==> src/common/dcache_pkg.sv <==
`default_nettype none

package dcache_pkg;

	// byte address: tag 31..10, set 9..6, beat 5..3, byte 2..0
	typedef logic [31:0] addr_t;
	typedef logic [63:0] data_t;
	typedef logic [7:0] strb_t;
	typedef logic [21:0] tag_t;
	typedef logic [3:0] set_idx_t;
	typedef logic [3:0] way_oh_t;

	// one data-RAM row holds a pair of beats
	typedef logic [127:0] line_half_t;
	// set index on top, beat pair below
	typedef logic [5:0] ram_addr_t;

	typedef logic [3:0] apb_addr_t;
	typedef logic [31:0] reg_word_t;

	localparam int NUM_WAYS = 4;
	localparam int NUM_SETS = 16;
	localparam int BEATS_PER_LINE = 8;

	// register map
	localparam apb_addr_t REG_CTRL = 4'h0;
	localparam apb_addr_t REG_HITS = 4'h4;
	localparam apb_addr_t REG_MISSES = 4'h8;

endpackage

`default_nettype wire

==> src/common/dcache_cfg_if.sv <==
`timescale 1ns/1ps
`default_nettype none

interface dcache_cfg_if;

	logic enable;
	// one-cycle pulse
	logic invalidate;
	// event strobes, one per read
	logic read_hit;
	logic read_miss;

	modport regs (output enable, invalidate, input read_hit, read_miss);

	modport ctrl (input enable, invalidate, output read_hit, read_miss);

endinterface

`default_nettype wire

==> src/dcache/dcache_regs.sv <==
`timescale 1ns/1ps
`default_nettype none

module dcache_regs (
	input wire clk,
	input wire rst,
	input wire psel,
	input wire penable,
	input wire pwrite,
	input wire dcache_pkg::apb_addr_t paddr,
	input wire dcache_pkg::reg_word_t pwdata,
	output dcache_pkg::reg_word_t prdata,
	dcache_cfg_if.regs cfg
);
	import dcache_pkg::*;

	reg_word_t hit_cnt;
	reg_word_t miss_cnt;
	logic wr_access;
	logic cnt_clear;

	// counters stick at all ones
	function automatic reg_word_t sat_inc(input reg_word_t value, input logic event_seen);
		if (event_seen && (value != '1)) begin
			return value + 32'd1;
		end
		return value;
	endfunction

	// zero wait states, writes land in the access phase
	assign wr_access = psel && penable && pwrite;
	// a write to either counter clears both
	assign cnt_clear = wr_access && ((paddr == REG_HITS) || (paddr == REG_MISSES));

	always_ff @(posedge clk) begin
		if (rst) begin
			cfg.enable <= 1'b1;
			cfg.invalidate <= 1'b0;
		end else begin
			cfg.invalidate <= wr_access && (paddr == REG_CTRL) && pwdata[1];
			if (wr_access && (paddr == REG_CTRL)) begin
				cfg.enable <= pwdata[0];
			end
		end
	end

	always_ff @(posedge clk) begin
		if (rst || cnt_clear) begin
			hit_cnt <= '0;
			miss_cnt <= '0;
		end else begin
			hit_cnt <= sat_inc(hit_cnt, cfg.read_hit);
			miss_cnt <= sat_inc(miss_cnt, cfg.read_miss);
		end
	end

	always_comb begin
		case (paddr)
			// invalidate bit always reads back as zero
			REG_CTRL: prdata = {30'b0, 1'b0, cfg.enable};
			REG_HITS: prdata = hit_cnt;
			REG_MISSES: prdata = miss_cnt;
			default: prdata = '0;
		endcase
	end

endmodule

`default_nettype wire

==> src/flat_wrapper.sv <==
// flat-port wrapper written by rule: the top's interface ports become plain ports
module dcache_regs_flat import dcache_pkg::*;
  (clk, rst, psel, penable, pwrite, paddr, pwdata, prdata, cfg_enable, cfg_invalidate, cfg_read_hit, cfg_read_miss);
  dcache_cfg_if cfg_i ();
  input wire clk;
  input wire rst;
  input wire psel;
  input wire penable;
  input wire pwrite;
  input wire dcache_pkg::apb_addr_t paddr;
  input wire dcache_pkg::reg_word_t pwdata;
  output dcache_pkg::reg_word_t prdata;
  output wire logic [$bits(cfg_i.enable)-1:0] cfg_enable;
  output wire logic [$bits(cfg_i.invalidate)-1:0] cfg_invalidate;
  input wire logic [$bits(cfg_i.read_hit)-1:0] cfg_read_hit;
  input wire logic [$bits(cfg_i.read_miss)-1:0] cfg_read_miss;
  assign cfg_enable = cfg_i.enable;
  assign cfg_invalidate = cfg_i.invalidate;
  assign cfg_i.read_hit = cfg_read_hit;
  assign cfg_i.read_miss = cfg_read_miss;
  dcache_regs u_core (.clk(clk), .rst(rst), .psel(psel), .penable(penable), .pwrite(pwrite), .paddr(paddr), .pwdata(pwdata), .prdata(prdata), .cfg(cfg_i));
endmodule
==> config.mk <==
export PLATFORM = sky130hd
export DESIGN_NAME = dcache_regs_flat
export DESIGN_NICKNAME = d
export VERILOG_FILES = /design/src/common/dcache_pkg.sv /design/src/common/dcache_cfg_if.sv /design/src/dcache/dcache_regs.sv /design/src/flat_wrapper.sv
export SDC_FILE = /design/constraint.sdc
export NUM_CORES = 1
export LEC_CHECK = 0
export BUFFER_PORTS_ARGS = -buffer_cell sky130_fd_sc_hd__buf_2
export CAP_MARGIN = 40
export CORE_MARGIN = 2
export CORE_UTILIZATION = 55
export DETAILED_ROUTE_END_ITERATION = 10
export GPL_ROUTABILITY_DRIVEN = 0
export PLACE_DENSITY = 0.76
export SLEW_MARGIN = 20
export SYNTH_ARGS = -nofsm -noshare
export SYNTH_HDL_FRONTEND = slang
export SYNTH_SLANG_ARGS = --single-unit
==> constraint.sdc <==
create_clock -name clk -period 2.4 [get_ports clk]
set_clock_uncertainty 0.1 [all_clocks]
set_input_delay 0.48 -clock clk [delete_from_list [all_inputs] [get_ports clk]]
set_output_delay 0.48 -clock clk [all_outputs]
set_load 0.03 [all_outputs]
==> results.sh <==
export IMPL_status="completed"
export IMPL_r2r_start="u_core.miss_cnt[1]"
export IMPL_syn2layout_area_growth_pct=17.9
export IMPL_grt_max_degree=33
export IMPL_fin_crit_sh=0.966
export IMPL_synth_seq_area_share=0.350
export IMPL_grt_overflow=0
export IMPL_worstHoldPathCells=3
export IMPL_avgViaCountPerCell=6.62
export IMPL_register_area_sq_um=1320
export IMPL_wl_per_cell_um=17.7
export IMPL_synth_distinct_cells=48
export IMPL_worstPathRequired_ns=1.82
export IMPL_portBuffers=46
export IMPL_max_stage_delay_ns=0.31
export IMPL_dieArea_sq_um=7550
export IMPL_path_cells="buf_2 -> buf_4 -> nor4b_4 -> buf_4 -> a22o_1 -> buf_2"
export IMPL_max_cap_viol_count=0
export IMPL_multi_input_area_sq_um=2330
export IMPL_cts_made_buffers=9
export IMPL_reg2reg_depth=6
export IMPL_ys_top_cells_by_area="dfxtp_1 (35%), a22o_1 (7.2%), a21oi_1 (4.4%)"
export IMPL_via_count=3932
export IMPL_worst_pin_slew_ns=0.517
export IMPL_hold_path_class="in2reg"
export IMPL_max_slew_margin=0.652
export IMPL_holdPathEnd="u_core.cfg.enable"
export IMPL_num_rows=30
export IMPL_power_uw=2160
export IMPL_synth_cells=452
export IMPL_hp_start="pwdata[0]"
export IMPL_min_period_ns=2.32
export IMPL_root_buffer="clkbuf_8"
export IMPL_syn_area_per_cell_sq_um=8.36
export IMPL_dp_hpwl_um=7510
export IMPL_final_cell_area_sq_um=4460
export IMPL_cts_sinks=66
export IMPL_ant_nets=0
export IMPL_fin_ws_ns=0.0809
export IMPL_cts_clk_slew_worst_paths_ns=0.07
export IMPL_grt_pass1_vias=3535
export IMPL_fillerInstances=591
export IMPL_ioPinCount=77
export IMPL_grt_first_pass_wirelength_um=16700
export IMPL_die_h_um=86.9
export IMPL_postCtsHoldBufs=0
export IMPL_n_antenna_cell=0
export IMPL_synthTopCellsByCount="dfxtp_1 (66), nand2_1 (38), a21oi_1 (33)"
export IMPL_dr_pass1_iters=6
export IMPL_fmax_mhz=431
export IMPL_totalWireLength_um=10500
export IMPL_drive_gt1_frac=0.204
export IMPL_rsz0062_at_grt="no"
export IMPL_r2r_end="u_core.miss_cnt[28]"
export IMPL_cp_num_buf_inv=4
export IMPL_clk_latency_ns=0.35
export IMPL_synth_seq_cells=66
export IMPL_critPathKind="in2out"
export IMPL_cts_buffer_depth=2
export IMPL_antenna_found_initial=0
export IMPL_fin_util=0.664
export IMPL_r2r_slack_ns=0.12
export IMPL_grt_usage=0.279
export IMPL_slew_violations=0
export IMPL_dp_slack_ns=0.0519
export IMPL_syn_cell_area_sq_um=3780
export IMPL_initial_utilization=0.563
export IMPL_nNetsFinal=555
export IMPL_cts_max_level=3
export IMPL_postCtsSetupBuffers=0
export IMPL_cp_data_arrival_time_ns=1.74
export IMPL_post_synth_top_count_cell="dfxtp_1"
export IMPL_drc_errors=0
export IMPL_hold_violations=0
export IMPL_crit_family="buffers and inverters"
export IMPL_yosys_most_used_dff="dfxtp_1"
export IMPL_drtIter0Drc=236
export IMPL_synth_edf_count=0
export IMPL_place_area_sq_um=4260
export IMPL_yosys_warnings=0
export IMPL_cp_max_fo=25
export IMPL_yosys_area_top_type="dfxtp_1"
export IMPL_crit_path_start_kind="input port"
export IMPL_p_leak_uw=0.00161
export IMPL_synth_top_cell_area_share=0.350
export IMPL_synth_nets=497
export IMPL_endpoint_kind="output pin"
export IMPL_p_per_area_nw_per_um2=484
export IMPL_core_sq_um=6720
export IMPL_async_flop_share=0
export IMPL_setup_viol=0
export IMPL_fp_dieW_um=86.9
export IMPL_crit_slowest_cell="buf_4"
export IMPL_tns_ns=0
export IMPL_peakVddDrop_mv=0.328
export IMPL_tritoncts="built"
## per-stage QoR
step | hold WS [ns] | instances
2_1_floorplan | 0.356 | 452
3_3_place_gp | 0.374 | 579
3_5_place_dp | 0.384 | 579
4_1_cts | 0.257 | 594
5_1_grt | 0.280 | 594
6_report | 0.257 | 594
## how the worst max path moves through the flow
stage	from	endpoint	slack (ns)	depth (start not counted)
detailed placement	paddr[3]	u_core.hit_cnt[4]	0.05	8
CTS	u_core.miss_cnt[2]	u_core.miss_cnt[29]	0.09	5
floorplan	paddr[1]	prdata[0]	0.19	4
finish	paddr[3]	prdata[30]	0.08	6
global route	u_core.miss_cnt[1]	u_core.miss_cnt[18]	0.03	6
global placement	paddr[3]	u_core.hit_cnt[7]	0.06	8
## state kept, by name, indices dropped and copies added (netlist names)
| name | count |
|---|---|
| u_core.cfg.enable | 1 |
| u_core.hit_cnt | 32 |
| u_core.cfg.invalidate | 1 |
| u_core.miss_cnt | 32 |
## cell usage in the layout, fill, tap and decap left out, drive strengths merged, types with 2 or more instances in the layout
| master | n |
|---|---|
| nand3 | 23 |
| and3 | 9 |
| or4 | 16 |
| a21oi | 33 |
| nor2 | 28 |
| nand2 | 38 |
| and2 | 3 |
| xor2 | 2 |
| mux2i | 6 |
| or2 | 2 |
| nor3 | 9 |
| and4 | 12 |
| nor4b | 2 |
| ha | 2 |
| or3 | 26 |
| clkinv | 2 |
| o31a | 5 |
| clkinvlp | 2 |
| nand4 | 27 |
| nor4 | 9 |
| o211ai | 8 |
| buf | 75 |
| a211oi | 7 |
| dfxtp | 66 |
| clkbuf | 10 |
| inv | 4 |
| o31ai | 9 |
| o21ai | 21 |
| a22o | 31 |
| xnor2 | 18 |
## cell families after synthesis
kind of cell,Yosys count,synth area share
XOR/XNOR,20,0.0463
flip-flops,66,0.350
adder cells (fa/ha/maj),2,0.00662
multiplexers,6,0.0159
AND/OR/NAND/NOR,206,0.318
buffers and inverters,32,0.0410
AO/OA/AOI/OAI,120,0.223
## final cells by class
type	instances	area share
Inverter	4	0.00337
Clock inverter	5	0.0123
Timing Repair Buffer	75	0.112
Multi-Input combinational cell	354	0.523
Clock buffer	10	0.0309
Tap cell	80	0.0225
Sequential cell	66	0.297
## routing by layer
metal	vias to the layer above	GRT usage	share of wire
met5	-	0	0
met1	1872	0.360	0.42
met3	32	0.0578	0.062
li1	1860	-	-
met2	168	0.459	0.49
met4	0	0.105	0.027
## what timing repair did
action | 4_1_cts | 5_1_grt
setup endpoints to repair | 0 | 3
endpoints found under the hold margin | 0 | 0
resized for setup | 0 | 2
## worst min-delay path, cell delays in order
cell and delay, ns:
buf_2 0.08, mux2i_1 0.06, nand2b_1 0.06
## report_power, final
group,total (uW),switching (uW),internal [uW],leakage [uW]
sequential,1110,10.8,1100,0.000533
combinational,113,65.0,47.5,0.000979
clock,933,435,498,0.0000941
total,2160,510,1650,0.00161
No activity file was read; power rests on OpenSTA's default activity.
